### src/rtl/uart_frame_pkg.sv
`default_nettype none

/* UART frame types
   Character-level records passed between the serial modules, the FIFOs
   and the system-side streams */

package uart_frame_pkg;

  localparam int N_DATA_BITS = 8;  // data bits per frame, no parity

  // one character for the transmitter
  typedef logic [N_DATA_BITS-1:0] tx_byte_t;

  // one received record, brk set means line break and data is zero
  typedef struct packed {
    logic                   brk;
    logic [N_DATA_BITS-1:0] data;
  } rx_char_t;

endpackage

`default_nettype wire

### src/rtl/uart_timing_pkg.sv
`default_nettype none

/* UART line timing
   Line levels and bit-timer values derived from clock and baud frequency */

package uart_timing_pkg;

  localparam logic IDLE_LEVEL = 1'b1;  // idle line and stop bit

  // clocks per bit
  function automatic int bit_period(input int clk_freq, input int bit_freq);
    return clk_freq / bit_freq;
  endfunction

  // timer compare value for the middle of a bit
  function automatic int half_bit_time(input int clk_freq, input int bit_freq);
    int full_bit_time;
    full_bit_time = bit_period(clk_freq, bit_freq) - 1;
    return full_bit_time / 2;
  endfunction

endpackage

`default_nettype wire

### src/rtl/serial_rx.sv
`timescale 1ns/1ps
`default_nettype none

/* Serial receiver
   Restarts its bit timer on every line edge, ignores short glitches and
   reports a line held low through a whole frame as a break record */

module serial_rx #(
  parameter int CLK_FREQ = 48_000_000,  // system clock in Hz
  parameter int BIT_FREQ = 115_200      // baud rate
) (
  input  wire logic                clk,
  input  wire logic                arst_n,
  input  wire logic                rx,         // async serial line
  output uart_frame_pkg::rx_char_t rec,
  output logic                     rec_valid,
  input  wire logic                rec_ready
);

  import uart_frame_pkg::*;
  import uart_timing_pkg::*;

  localparam int BIT_PERIOD = bit_period(CLK_FREQ, BIT_FREQ);
  localparam int N_TIMER    = $clog2(BIT_PERIOD);
  localparam int N_CNT      = $clog2(N_DATA_BITS + 1);
  localparam logic [N_TIMER-1:0] FULL_BIT = N_TIMER'(BIT_PERIOD - 1);
  localparam logic [N_TIMER-1:0] HALF_BIT = N_TIMER'(half_bit_time(CLK_FREQ, BIT_FREQ));
  localparam logic [N_CNT-1:0]   STOP_CNT = N_CNT'(N_DATA_BITS);

  // in the four data states the lsb tracks the line level
  typedef enum logic [2:0] {
    S_ZERO  = 3'b000,
    S_POS   = 3'b001,
    S_NEG   = 3'b010,
    S_ONE   = 3'b011,
    S_START = 3'b100,
    S_STOP  = 3'b101,
    S_BREAK = 3'b110,
    S_IDLE  = 3'b111
  } state_t;

  state_t                 state;
  state_t                 smp_next;
  logic [2:0]             sync;
  logic                   in;
  logic [N_TIMER-1:0]     timer;
  logic [N_CNT-1:0]       cnt;
  logic [N_DATA_BITS-1:0] shift;
  logic                   steady;
  logic                   start_ok;
  logic                   smp_take;
  logic                   is_stop;
  logic                   stop_good;
  logic                   brk_new;
  logic                   new_rec;

  assign in       = sync[2];  // synchronized line
  assign steady   = (in == state[0]);  // no edge since last restart
  assign start_ok = (state == S_START) && !in && (timer >= HALF_BIT);
  assign is_stop  = (cnt == STOP_CNT);

  always_comb
  begin
    case (state)
      S_ZERO, S_ONE: smp_take = steady && (timer >= FULL_BIT);  // full steady bit
      S_POS, S_NEG:  smp_take = steady && (timer >= HALF_BIT);  // half bit after edge
      default:       smp_take = 1'b0;
    endcase
    if (is_stop)
      smp_next = state[0] ? S_STOP : S_BREAK;
    else
      smp_next = state[0] ? S_ONE : S_ZERO;
  end

  assign stop_good = smp_take && is_stop && state[0];
  // nine zero samples in a row, anything else with a low stop bit is a framing error
  assign brk_new   = smp_take && is_stop && !state[0] && (shift == '0);
  assign new_rec   = stop_good || brk_new;

  always_ff @(posedge clk or negedge arst_n)
  begin
    if (!arst_n)
    begin
      sync      <= {3{IDLE_LEVEL}};
      state     <= S_IDLE;
      timer     <= '0;
      cnt       <= '0;
      rec_valid <= 1'b0;
    end
    else
    begin
      sync <= {sync[1:0], rx};
      case (state)
        S_IDLE:
          if (!in)
          begin
            timer <= '0;
            state <= S_START;
          end
        S_START:
          if (in)
            state <= S_IDLE;  // glitch on idle line
          else if (!start_ok)
            timer <= timer + 1'b1;
          else
          begin
            timer <= '0;
            cnt   <= '0;
            state <= S_ZERO;
          end
        S_ZERO, S_ONE, S_POS, S_NEG:
          if (smp_take)
          begin
            timer <= '0;
            if (!is_stop)
              cnt <= cnt + 1'b1;
            state <= smp_next;
          end
          else if (steady)
            timer <= timer + 1'b1;
          else if (state == S_ZERO || state == S_ONE)
          begin
            timer <= '0;  // re-sync on edge
            state <= state[0] ? S_NEG : S_POS;
          end
          else
          begin
            timer <= timer + HALF_BIT;  // edge was a glitch
            state <= state[0] ? S_ZERO : S_ONE;
          end
        S_STOP:
          state <= S_IDLE;  // single cycle
        S_BREAK:
          if (!in)
            timer <= '0;
          else if (timer < HALF_BIT)
            timer <= timer + 1'b1;
          else
            state <= S_IDLE;  // line back high for half a bit
        default:
          state <= S_BREAK;
      endcase

      if (new_rec)
        rec_valid <= 1'b1;
      else if (rec_ready || start_ok)
        rec_valid <= 1'b0;  // taken, or lost once the next frame starts
    end
  end

  always_ff @(posedge clk)
  begin
    if (smp_take && !is_stop)
      shift <= {state[0], shift[N_DATA_BITS-1:1]};  // lsb first
    if (stop_good)
      rec <= '{brk: 1'b0, data: shift};
    else if (brk_new)
      rec <= '{brk: 1'b1, data: '0};
  end

endmodule

`default_nettype wire

### src/rtl/serial_tx.sv
`timescale 1ns/1ps
`default_nettype none

/* Serial transmitter
   Takes bytes from a stream and shifts them out as 8N1 frames */

module serial_tx #(
  parameter int CLK_FREQ = 48_000_000,  // system clock in Hz
  parameter int BIT_FREQ = 115_200      // baud rate
) (
  input  wire logic                     clk,
  input  wire logic                     arst_n,
  input  wire uart_frame_pkg::tx_byte_t byte_in,
  input  wire logic                     byte_valid,
  output logic                          byte_ready,
  output logic                          tx
);

  import uart_frame_pkg::*;
  import uart_timing_pkg::*;

  localparam int BIT_PERIOD = bit_period(CLK_FREQ, BIT_FREQ);
  localparam int N_TIMER    = $clog2(BIT_PERIOD);
  localparam int FRAME_BITS = N_DATA_BITS + 2;  // start, data, stop
  localparam int N_CNT      = $clog2(FRAME_BITS + 1);
  localparam logic [N_TIMER-1:0] FULL_BIT = N_TIMER'(BIT_PERIOD - 1);
  localparam logic [N_CNT-1:0]   LAST_BIT = N_CNT'(FRAME_BITS - 1);

  logic [FRAME_BITS-1:0] frame;  // bit 0 is on the line
  logic [N_TIMER-1:0]    timer;
  logic [N_CNT-1:0]      cnt;
  logic                  busy;
  logic                  take;

  assign byte_ready = !busy;
  assign take       = byte_valid && !busy;
  assign tx         = frame[0];

  always_ff @(posedge clk or negedge arst_n)
  begin
    if (!arst_n)
    begin
      frame <= {FRAME_BITS{IDLE_LEVEL}};
      timer <= '0;
      cnt   <= '0;
      busy  <= 1'b0;
    end
    else if (take)
    begin
      frame <= {IDLE_LEVEL, byte_in, ~IDLE_LEVEL};  // stop, data, start
      timer <= '0;
      cnt   <= '0;
      busy  <= 1'b1;
    end
    else if (busy)
    begin
      if (timer != FULL_BIT)
        timer <= timer + 1'b1;
      else
      begin
        timer <= '0;
        frame <= {IDLE_LEVEL, frame[FRAME_BITS-1:1]};  // refill with idle level
        cnt   <= cnt + 1'b1;
        if (cnt == LAST_BIT)
          busy <= 1'b0;  // stop bit done
      end
    end
  end

endmodule

`default_nettype wire

### src/rtl/char_fifo.sv
`timescale 1ns/1ps
`default_nettype none

/* Character FIFO
   Synchronous circular buffer between two valid/ready streams */

module char_fifo #(
  parameter type payload_t  = logic [7:0],
  parameter int  FIFO_DEPTH = 4
) (
  input  wire logic     clk,
  input  wire logic     arst_n,
  input  wire payload_t in_data,
  input  wire logic     in_valid,
  output logic          in_ready,
  output payload_t      out_data,
  output logic          out_valid,
  input  wire logic     out_ready
);

  localparam int PTR_W = (FIFO_DEPTH > 1) ? $clog2(FIFO_DEPTH) : 1;
  localparam int CNT_W = $clog2(FIFO_DEPTH + 1);
  localparam logic [PTR_W-1:0] LAST_PTR = PTR_W'(FIFO_DEPTH - 1);
  localparam logic [CNT_W-1:0] FULL_CNT = CNT_W'(FIFO_DEPTH);

  payload_t         mem [FIFO_DEPTH];
  logic [PTR_W-1:0] wr_ptr;
  logic [PTR_W-1:0] rd_ptr;
  logic [CNT_W-1:0] count;
  logic             push;
  logic             pop;

  assign in_ready  = (count != FULL_CNT);
  assign out_valid = (count != '0);
  assign out_data  = mem[rd_ptr];  // head of queue
  assign push      = in_valid && in_ready;
  assign pop       = out_valid && out_ready;

  always_ff @(posedge clk)
  begin
    if (push)
      mem[wr_ptr] <= in_data;
  end

  always_ff @(posedge clk or negedge arst_n)
  begin
    if (!arst_n)
    begin
      wr_ptr <= '0;
      rd_ptr <= '0;
      count  <= '0;
    end
    else
    begin
      if (push)
        wr_ptr <= (wr_ptr == LAST_PTR) ? '0 : wr_ptr + 1'b1;
      if (pop)
        rd_ptr <= (rd_ptr == LAST_PTR) ? '0 : rd_ptr + 1'b1;
      case ({push, pop})
        2'b10:   count <= count + 1'b1;
        2'b01:   count <= count - 1'b1;
        default: count <= count;  // idle, or push and pop together
      endcase
    end
  end

endmodule

`default_nettype wire

### src/rtl/uart_core.sv
`timescale 1ns/1ps
`default_nettype none

/* UART core
   Receiver and transmitter with one character FIFO per direction,
   facing the system through valid/ready streams */

module uart_core #(
  parameter int CLK_FREQ   = 48_000_000,  // system clock in Hz
  parameter int BIT_FREQ   = 115_200,     // baud rate
  parameter int FIFO_DEPTH = 4            // records per FIFO
) (
  input  wire logic                     clk,
  input  wire logic                     arst_n,
  input  wire logic                     rx,
  output logic                          tx,
  input  wire uart_frame_pkg::tx_byte_t tx_data,
  input  wire logic                     tx_valid,
  output logic                          tx_ready,
  output uart_frame_pkg::rx_char_t      rx_char,
  output logic                          rx_valid,
  input  wire logic                     rx_ready
);

  import uart_frame_pkg::*;

  rx_char_t rec;            // receiver to rx_fifo
  logic     rec_valid;
  logic     rec_ready;
  tx_byte_t tx_byte;        // tx_fifo to transmitter
  logic     tx_byte_valid;
  logic     tx_byte_ready;

  serial_rx #(.CLK_FREQ(CLK_FREQ), .BIT_FREQ(BIT_FREQ)) i_serial_rx (
    .clk(clk), .arst_n(arst_n), .rx(rx),
    .rec(rec), .rec_valid(rec_valid), .rec_ready(rec_ready)
  );

  char_fifo #(.payload_t(rx_char_t), .FIFO_DEPTH(FIFO_DEPTH)) rx_fifo (
    .clk(clk), .arst_n(arst_n),
    .in_data(rec), .in_valid(rec_valid), .in_ready(rec_ready),
    .out_data(rx_char), .out_valid(rx_valid), .out_ready(rx_ready)
  );

  char_fifo #(.payload_t(tx_byte_t), .FIFO_DEPTH(FIFO_DEPTH)) tx_fifo (
    .clk(clk), .arst_n(arst_n),
    .in_data(tx_data), .in_valid(tx_valid), .in_ready(tx_ready),
    .out_data(tx_byte), .out_valid(tx_byte_valid), .out_ready(tx_byte_ready)
  );

  serial_tx #(.CLK_FREQ(CLK_FREQ), .BIT_FREQ(BIT_FREQ)) i_serial_tx (
    .clk(clk), .arst_n(arst_n),
    .byte_in(tx_byte), .byte_valid(tx_byte_valid), .byte_ready(tx_byte_ready),
    .tx(tx)
  );

endmodule

`default_nettype wire

### config.mk
export PLATFORM = sky130hd
export DESIGN_NAME = uart_core
export DESIGN_NICKNAME = d
export VERILOG_FILES = /design/src/rtl/uart_frame_pkg.sv /design/src/rtl/uart_timing_pkg.sv /design/src/rtl/serial_rx.sv /design/src/rtl/serial_tx.sv /design/src/rtl/char_fifo.sv /design/src/rtl/uart_core.sv
export SDC_FILE = /design/constraint.sdc
export NUM_CORES = 1
export LEC_CHECK = 0
export CAP_MARGIN = 30
export CORE_ASPECT_RATIO = 1.75
export CORE_UTILIZATION = 34
export CTS_CLUSTER_SIZE = 10
export DETAILED_ROUTE_END_ITERATION = 6
export DONT_BUFFER_PORTS = 1
export PLACE_DENSITY = 0.59
export SYNTH_ARGS = -nofsm -noshare
export SYNTH_HDL_FRONTEND = slang
export SYNTH_HIERARCHICAL = 1
export SYNTH_SLANG_ARGS = --single-unit
### constraint.sdc
create_clock -name clk -period 2.76 [get_ports clk]
set_clock_uncertainty 0.05 [all_clocks]
set_input_delay 0.552 -clock clk [delete_from_list [all_inputs] [get_ports clk]]
set_output_delay 0.552 -clock clk [all_outputs]
set_load 0.1 [all_outputs]
==> run_results.csv, run 1 <==
group,metric,value,unit
outcome,outcome,"complete, no violations",
floorplan,rows,67,
detailed_routing,drt-total-wl,12300,µm
global_route,grt_util_met1,0.126,
final_layout,drive_above_1_share,0.203,
placement,dpl.hpwl,8700,µm
synth,synth_top_area_share,0.374,
global_route,gr-total-overflow,0,
timing,setup_viol,0,
worst_setup_path,path_buf_inv,0,
timing,hold_viol_final,0,
timing,worstMarginPinSlew,0.631,ns
synth,ys_ff_latch,142,
timing,drv_slew,0,
timing,tns,0,ns
worst_setup_path,critPathSlowestCell,"mux4_2",
floorplan,io_pins,25,
flow_run,cap_violations,0,
synth,ys_types,77,
placement,portBuffers,0,
worst_setup_path,slowest_delay,0.87,ns
floorplan,start_util,0.350,
worst_hold_path,hold_depth,0,
synth,ys.flop_type,"edfxtp_1",
synth,netlist.top_cell.by_area,"edfxtp_1",
global_route,grt_max_degree,58,
detailed_routing,ant_nets,0,
worst_setup_path,cp_cell_sequence,"mux4_2",
global_route,track_usage,0.131,
worst_setup_path,critPathKind,"reg2out",
power_and_ir_drop,peakVddDrop,0.527,mV
clock_network,clk_pin_slew,0.06,ns
detailed_routing,drc,0,
worst_setup_path,critPathMaxFanout,12,
synth,synth_most_common_cell,"edfxtp_1",
power_and_ir_drop,p_per_area,1020,nW/µm²
global_route,antenna_found_initial,0,
clock_network,htree_num_levels,4,
timing,grt_setup_unrepaired,"false",
synth,synth.area.top_cells,"edfxtp_1, dfrtp_1, dfstp_2",
synth,seq_area_frac_synth,0.591,
floorplan,die_area,20500,µm²
clock_network,cts_tree,"done",
timing,setup_ws,0.117,ns
clock_network,clockBufferDepth,2,
detailed_routing,detail_route.iter0.violations,219,
clock_network,post-cts-setup-buffers,0,
placement,place.gp.congestion,0.829,
global_route,grt_first_pass_wirelength,20600,µm
synth,async_reset_ff_frac,0.401,
worst_setup_path,r2r_cells,7,
timing,finalCritPeriodShare,0.958,
final_layout,n_antenna_cell,0,
worst_setup_path,cp_top_family,"multiplexers",
final_layout,final_nets,560,
global_route,grt_pass1_vias,4373,
detailed_routing,wl_per_cell,15.8,µm
synth,netlist_instances,518,
timing,relSlewSlack,0.579,
floorplan,core,19300,µm²
timing,fmax,378,MHz
detailed_routing,drtPass1Iterations,4,
power_and_ir_drop,power_leakage,2.87,nW
synth,syn_nets,555,
worst_setup_path,path_depth,1,
clock_network,clock_latency,0.42,ns
floorplan,chipHeight,188,µm
detailed_routing,via_per_inst,5.24,
timing,fin_crit,2.64,ns
clock_network,numCtsBuffers,17,
synth,syn_area_per_cell,13.0,µm²
global_route,grt_util_met3,0.0318,
worst_setup_path,endpoint_kind,"output port",
placement,pre_cts_ws,0.417,ns
placement,dp_cells,743,
global_route,use_met2,0.241,
synth,syn_area,6750,µm²
worst_setup_path,crit_path_start_kind,"flop",
global_route,grt.busiest_layer,"met2",
clock_network,cts_resized,0,
final_layout,fin_cells,777,
worst_setup_path,crit_required,2.16,ns
floorplan,dieWidth,109,µm
clock_network,cts_root_buf,"clkbuf_16",
worst_setup_path,r2r_slack,0.41,ns
synth,netlist_top_cells_count,"edfxtp_1, nand2_1, dfrtp_1",
synth,synth-warning-count,6,
worst_hold_path,hold_path_class,"in2reg",
final_layout,area_growth,13.7,%
clock_network,cts_sinks,142,
synth,synth_edf_count,84,
detailed_routing,vias,4070,
worst_setup_path,arrival,2.04,ns
clock_network,postCtsHoldBufs,2,
cell usage in the layout, fill, tap and decap left out, types with 4 or more instances in the layout:
master,count
inv_1,26
ha_1,22
o21ai_0,22
a21oi_1,14
dfstp_2,15
nand3_1,17
mux2_4,4
nand2b_1,4
and3_2,8
mux2_2,6
nor2b_1,4
a22oi_1,7
bufinv_16,5
mux2i_1,5
a31oi_1,4
nand2_1,50
a21o_1,5
and2_1,8
nor4_1,4
dfrtp_1,42
buf_4,8
xor2_1,9
clkbuf_16,17
edfxtp_1,84
mux4_2,17
nor3_1,10
o211ai_1,4
o22ai_1,5
xnor2_1,4
nor2_1,26
power breakdown:
group | total, W | internal [W] | switching, W
clock network | 0.00252 | 0.00163 | 0.000885
registers | 0.00308 | 0.00263 | 0.000442
logic | 0.00227 | 0.000917 | 0.00136
flip-flops by register name, summed over array words and instances, names as in the netlist, 8 cells and up:
signal,cells
tx_fifo/mem,32
i_serial_rx/rec,9
i_serial_tx/frame,9
i_serial_rx/shift,8
rx_fifo/mem,36
i_serial_rx/timer,9
i_serial_tx/timer,9
final timing paths:
| kind | from | end |
|---|---|---|
| worst max-delay path | rx_fifo/rd_ptr[0] | rx_char[6] |
| worst min-delay path | rx | i_serial_rx/sync[0] |
| worst max register to register | i_serial_rx/timer[0] | i_serial_rx/rec[4] |
| worst min register to register | i_serial_rx/sync[0] | i_serial_rx/sync[1] |
| max in group asynchronous | arst_n | i_serial_rx/sync[1] |
| min in group asynchronous | arst_n | rx_fifo/rd_ptr[0] |
per-stage QoR:
step           utilization  cell area, µm²  hold WS [ns]  total power (W)
2_1_floorplan            -            6750         0.206          0.00489
3_3_place_gp         0.362            6990         0.211          0.00526
3_5_place_dp         0.362            6990         0.209          0.00536
4_1_cts              0.398            7680        0.0619          0.00793
5_1_grt              0.398            7680        0.0600          0.00828
6_report             0.398            7680        0.0778          0.00787
routing by layer:
metal / part of all wire / wire length (µm)
met1: 0.37 / 4580
met2: 0.56 / 6920
met3: 0.029 / 355
met4: 0.033 / 399
met5: 0 / 0
cell families after synthesis:
| group | share of synthesized area |
|---|---|
| and+or+nand+nor | 0.121 |
| muxes | 0.0830 |
| AOI/OAI and AO/OA | 0.106 |
| adders and majority gates | 0.0467 |
| DFF | 0.591 |
| buffers and inverters | 0.0337 |
| xor gates and xnor gates | 0.0193 |
final cells by class:
class,instances,area (µm²)
inverter,27,101
sequential,142,3990
fill,1783,11600
multi-input combinational,325,2540
timing repair buffer,10,97.6
tap,241,302
clock buffer,19,443
clock inverter,13,211
Note: power is estimated with default switching activity, not from simulation.
==> inputs of run 2 (changes only) <==
--- a/config.mk
+++ b/config.mk
@@ -5,6 +5,7 @@
 export SDC_FILE = /design/constraint.sdc
 export NUM_CORES = 1
 export LEC_CHECK = 0
+export ABC_AREA = 1
 export CAP_MARGIN = 30
 export CORE_ASPECT_RATIO = 1.75
 export CORE_UTILIZATION = 34
==> run_results.csv, run 2 <==
group,metric,value,unit
detailed_routing,ant_nets,0,
synth,netlist_instances,804,
clock_network,numCtsBuffers,17,
final_layout,largestRegisters,"rx_fifo/mem: 36 flops, tx_fifo/mem: 32 flops",
synth,netlist_top_cells_count,"nand2_1, inv_1, edfxtp_1",
timing,relSlewSlack,0.473,
final_layout,final_core_util,0.396,
clock_network,cts_sinks,142,
final_layout,regMostFlops,"rx_fifo/mem",
detailed_routing,drc,0,
final_layout,n_antenna_cell,0,
detailed_routing,via_per_inst,4.54,
worst_setup_path,crit_path_start_kind,"flop",
global_route,grt_first_pass_wirelength,24600,µm
synth,synth.area.mux_share,0.00134,
synth,synthAdderAreaFrac,0.0421,
global_route,antenna_found_initial,0,
final_layout,area_growth,14.0,%
timing,finalCritPeriodShare,0.850,
placement,portBuffers,0,
worst_setup_path,path_buf_inv,0,
synth,synth_top_family_by_area,"simple AND/OR/NAND/NOR gates",
synth,async_reset_ff_frac,0.401,
global_route,grt_max_degree,58,
detailed_routing,wl_met2,7990,µm
synth,synth.area.top_cells,"edfxtp_1, dfrtp_1, nand2_1",
worst_setup_path,r2r_cells,9,
detailed_routing,dr_wl_met3,453,µm
synth,synth-simple-area-share,0.255,
clock_network,clockBufferDepth,2,
flow_run,cap_violations,0,
synth,seq_area_frac_synth,0.532,
synth,ys_ff_latch,142,
timing,tns,0,ns
timing,grt_setup_unrepaired,"false",
floorplan,die_area,22600,µm²
placement,place.gp.congestion,0.853,
worst_setup_path,cp_cell_sequence,"ha_1 > nand2_1 > nor2_2 > nand3_2 > nand3_2 > nand3_4 > nor2_4 > nand3_1 > nand2_1",
placement,dpl.hpwl,10400,µm
global_route,track_usage,0.139,
global_route,grt_pass1_vias,5105,
clock_network,htree_num_levels,4,
worst_setup_path,r2r_slack,0.41,ns
final_layout,mostFrequentLayoutCells,"nand2_1, inv_1, edfxtp_1",
worst_setup_path,endpoint_kind,"flop",
synth,synth_compound_area_frac,0.0615,
power_and_ir_drop,power.total,0.00942,W
clock_network,cts_root_buf,"clkbuf_16",
worst_setup_path,crit_start,"i_serial_rx/timer[0]",
clock_network,clk_pin_slew,0.06,ns
synth,syn_nets,841,
detailed_routing,wl_per_cell,12.5,µm
timing,setup_viol,0,
synth,syn_area_per_cell,9.32,µm²
detailed_routing,vias,5144,
worst_setup_path,slowest_delay,0.48,ns
worst_hold_path,whs_endpoint,"i_serial_rx/sync[0]",
synth,synth-warning-count,6,
final_layout,drive_above_1_share,0.168,
worst_setup_path,crit_required,2.79,ns
synth,synth_most_common_cell,"nand2_1",
clock_network,cts_tree,"done",
floorplan,dieWidth,114,µm
detailed_routing,detail_route.iter0.violations,234,
worst_setup_path,critPathSlowestCell,"dfrtp_1",
power_and_ir_drop,p_per_area,1100,nW/µm²
outcome,outcome,"complete, no violations",
worst_setup_path,arrival,2.38,ns
detailed_routing,drt-total-wl,14100,µm
detailed_routing,drt-met1-wl,5310,µm
global_route,gr-total-overflow,0,
power_and_ir_drop,power_leakage,3.85,nW
worst_setup_path,r2r_start,"i_serial_rx/timer[0]",
floorplan,rows,71,
synth,synth_xor_area_frac,0.0152,
worst_hold_path,hold_depth,0,
floorplan,core,21600,µm²
worst_hold_path,hold_path_class,"in2reg",
floorplan,chipHeight,198,µm
worst_setup_path,regToRegEndpoint,"i_serial_rx/rec[3]",
timing,fmax,426,MHz
synth,netlist.top_cell.by_area,"edfxtp_1",
synth,ys_types,41,
worst_hold_path,hold_path.startpoint,"rx",
power_and_ir_drop,peakVddDrop,0.392,mV
synth,syn_area,7490,µm²
timing,fin_crit,2.35,ns
final_layout,largest_reg_flops,36,
detailed_routing,top_layer,"met4",
worst_setup_path,critPathKind,"reg2reg",
clock_network,clock_latency,0.41,ns
synth,synth_top_area_share,0.337,
timing,hold_viol_final,0,
detailed_routing,drtPass1Iterations,4,
worst_setup_path,cp_top_family,"simple AND/OR/NAND/NOR gates",
synth,ys.flop_type,"edfxtp_1",
timing,drv_slew,0,
final_layout,final_nets,864,
floorplan,start_util,0.347,
synth,synth_edf_count,84,
floorplan,io_pins,25,
timing,worstMarginPinSlew,0.787,ns
final_layout,final_common_cell,"nand2_1",
worst_setup_path,critPathMaxFanout,10,
-- run 2: worst max-delay path by stage --
| stage | slack [ns] | endpoint | depth (start not counted) |
|---|---|---|---|
| 3_3_place_gp | 0.50 | i_serial_rx/rec[1] | 11 |
| 3_5_place_dp | 0.43 | i_serial_rx/rec[1] | 9 |
| 2_1_floorplan | 0.57 | rx_fifo/count[1] | 8 |
| 5_1_grt | 0.20 | i_serial_rx/rec[3] | 9 |
| 4_1_cts | 0.40 | rx_char[1] | 4 |
| 6_report | 0.41 | i_serial_rx/rec[3] | 9 |
-- run 2: cell families after synthesis --
group           count (synthesis)
fa+ha+maj                      24
buf+inv                       153
flops                         142
compound gates                 62
simple gates                  409
mux                             1
xor+xnor                       13
-- run 2: layer usage --
metal / vias up / GRT usage
met5: - / 0
met4: 0 / 0.0669
met3: 28 / 0.0352
met2: 72 / 0.265
met1: 2418 / 0.137
li1: 2626 / -
-- run 2: power by group --
group          switching [W]  internal [W]
clock               0.000849       0.00133
sequential          0.000443       0.00276
combinational        0.00268       0.00136
-- run 2: layout make-up --
| type | count | area (µm²) |
|---|---|---|
| fillers | 2137 | 13000 |
| flip-flops and latches | 142 | 3990 |
| multi-input cells | 509 | 2810 |
| inverters | 132 | 495 |
| clock buffers | 21 | 440 |
| well taps | 292 | 365 |
| repair buffers | 25 | 323 |
| clock inverters | 11 | 120 |
-- run 2: worst reg2reg max path: cells and delay by family, from the launching register on --
kind	cells	cell delay [ns]
and+or+nand+nor	8	1.26
DFF	1	0.48
adders and majority gates	1	0.23
-- run 2: what timing repair did --
action,in CTS,in global routing
endpoints found under the hold margin,57,0
endpoints found under the setup margin,0,0
gates resized for setup,0,0
buffers inserted,0,0
hold buffers,2,0
-- run 2: through the flow --
stage	setup WS, ns	hold slack (ns)	area, µm²	instances
after global routing	0.198	0.0571	8540	1132
final	0.414	0.0820	8540	1132
after floorplan	0.569	0.206	7490	804
after CTS	0.398	0.0592	8540	1132
after detailed placement	0.428	0.212	7940	1098
after global placement	0.495	0.212	7940	1098
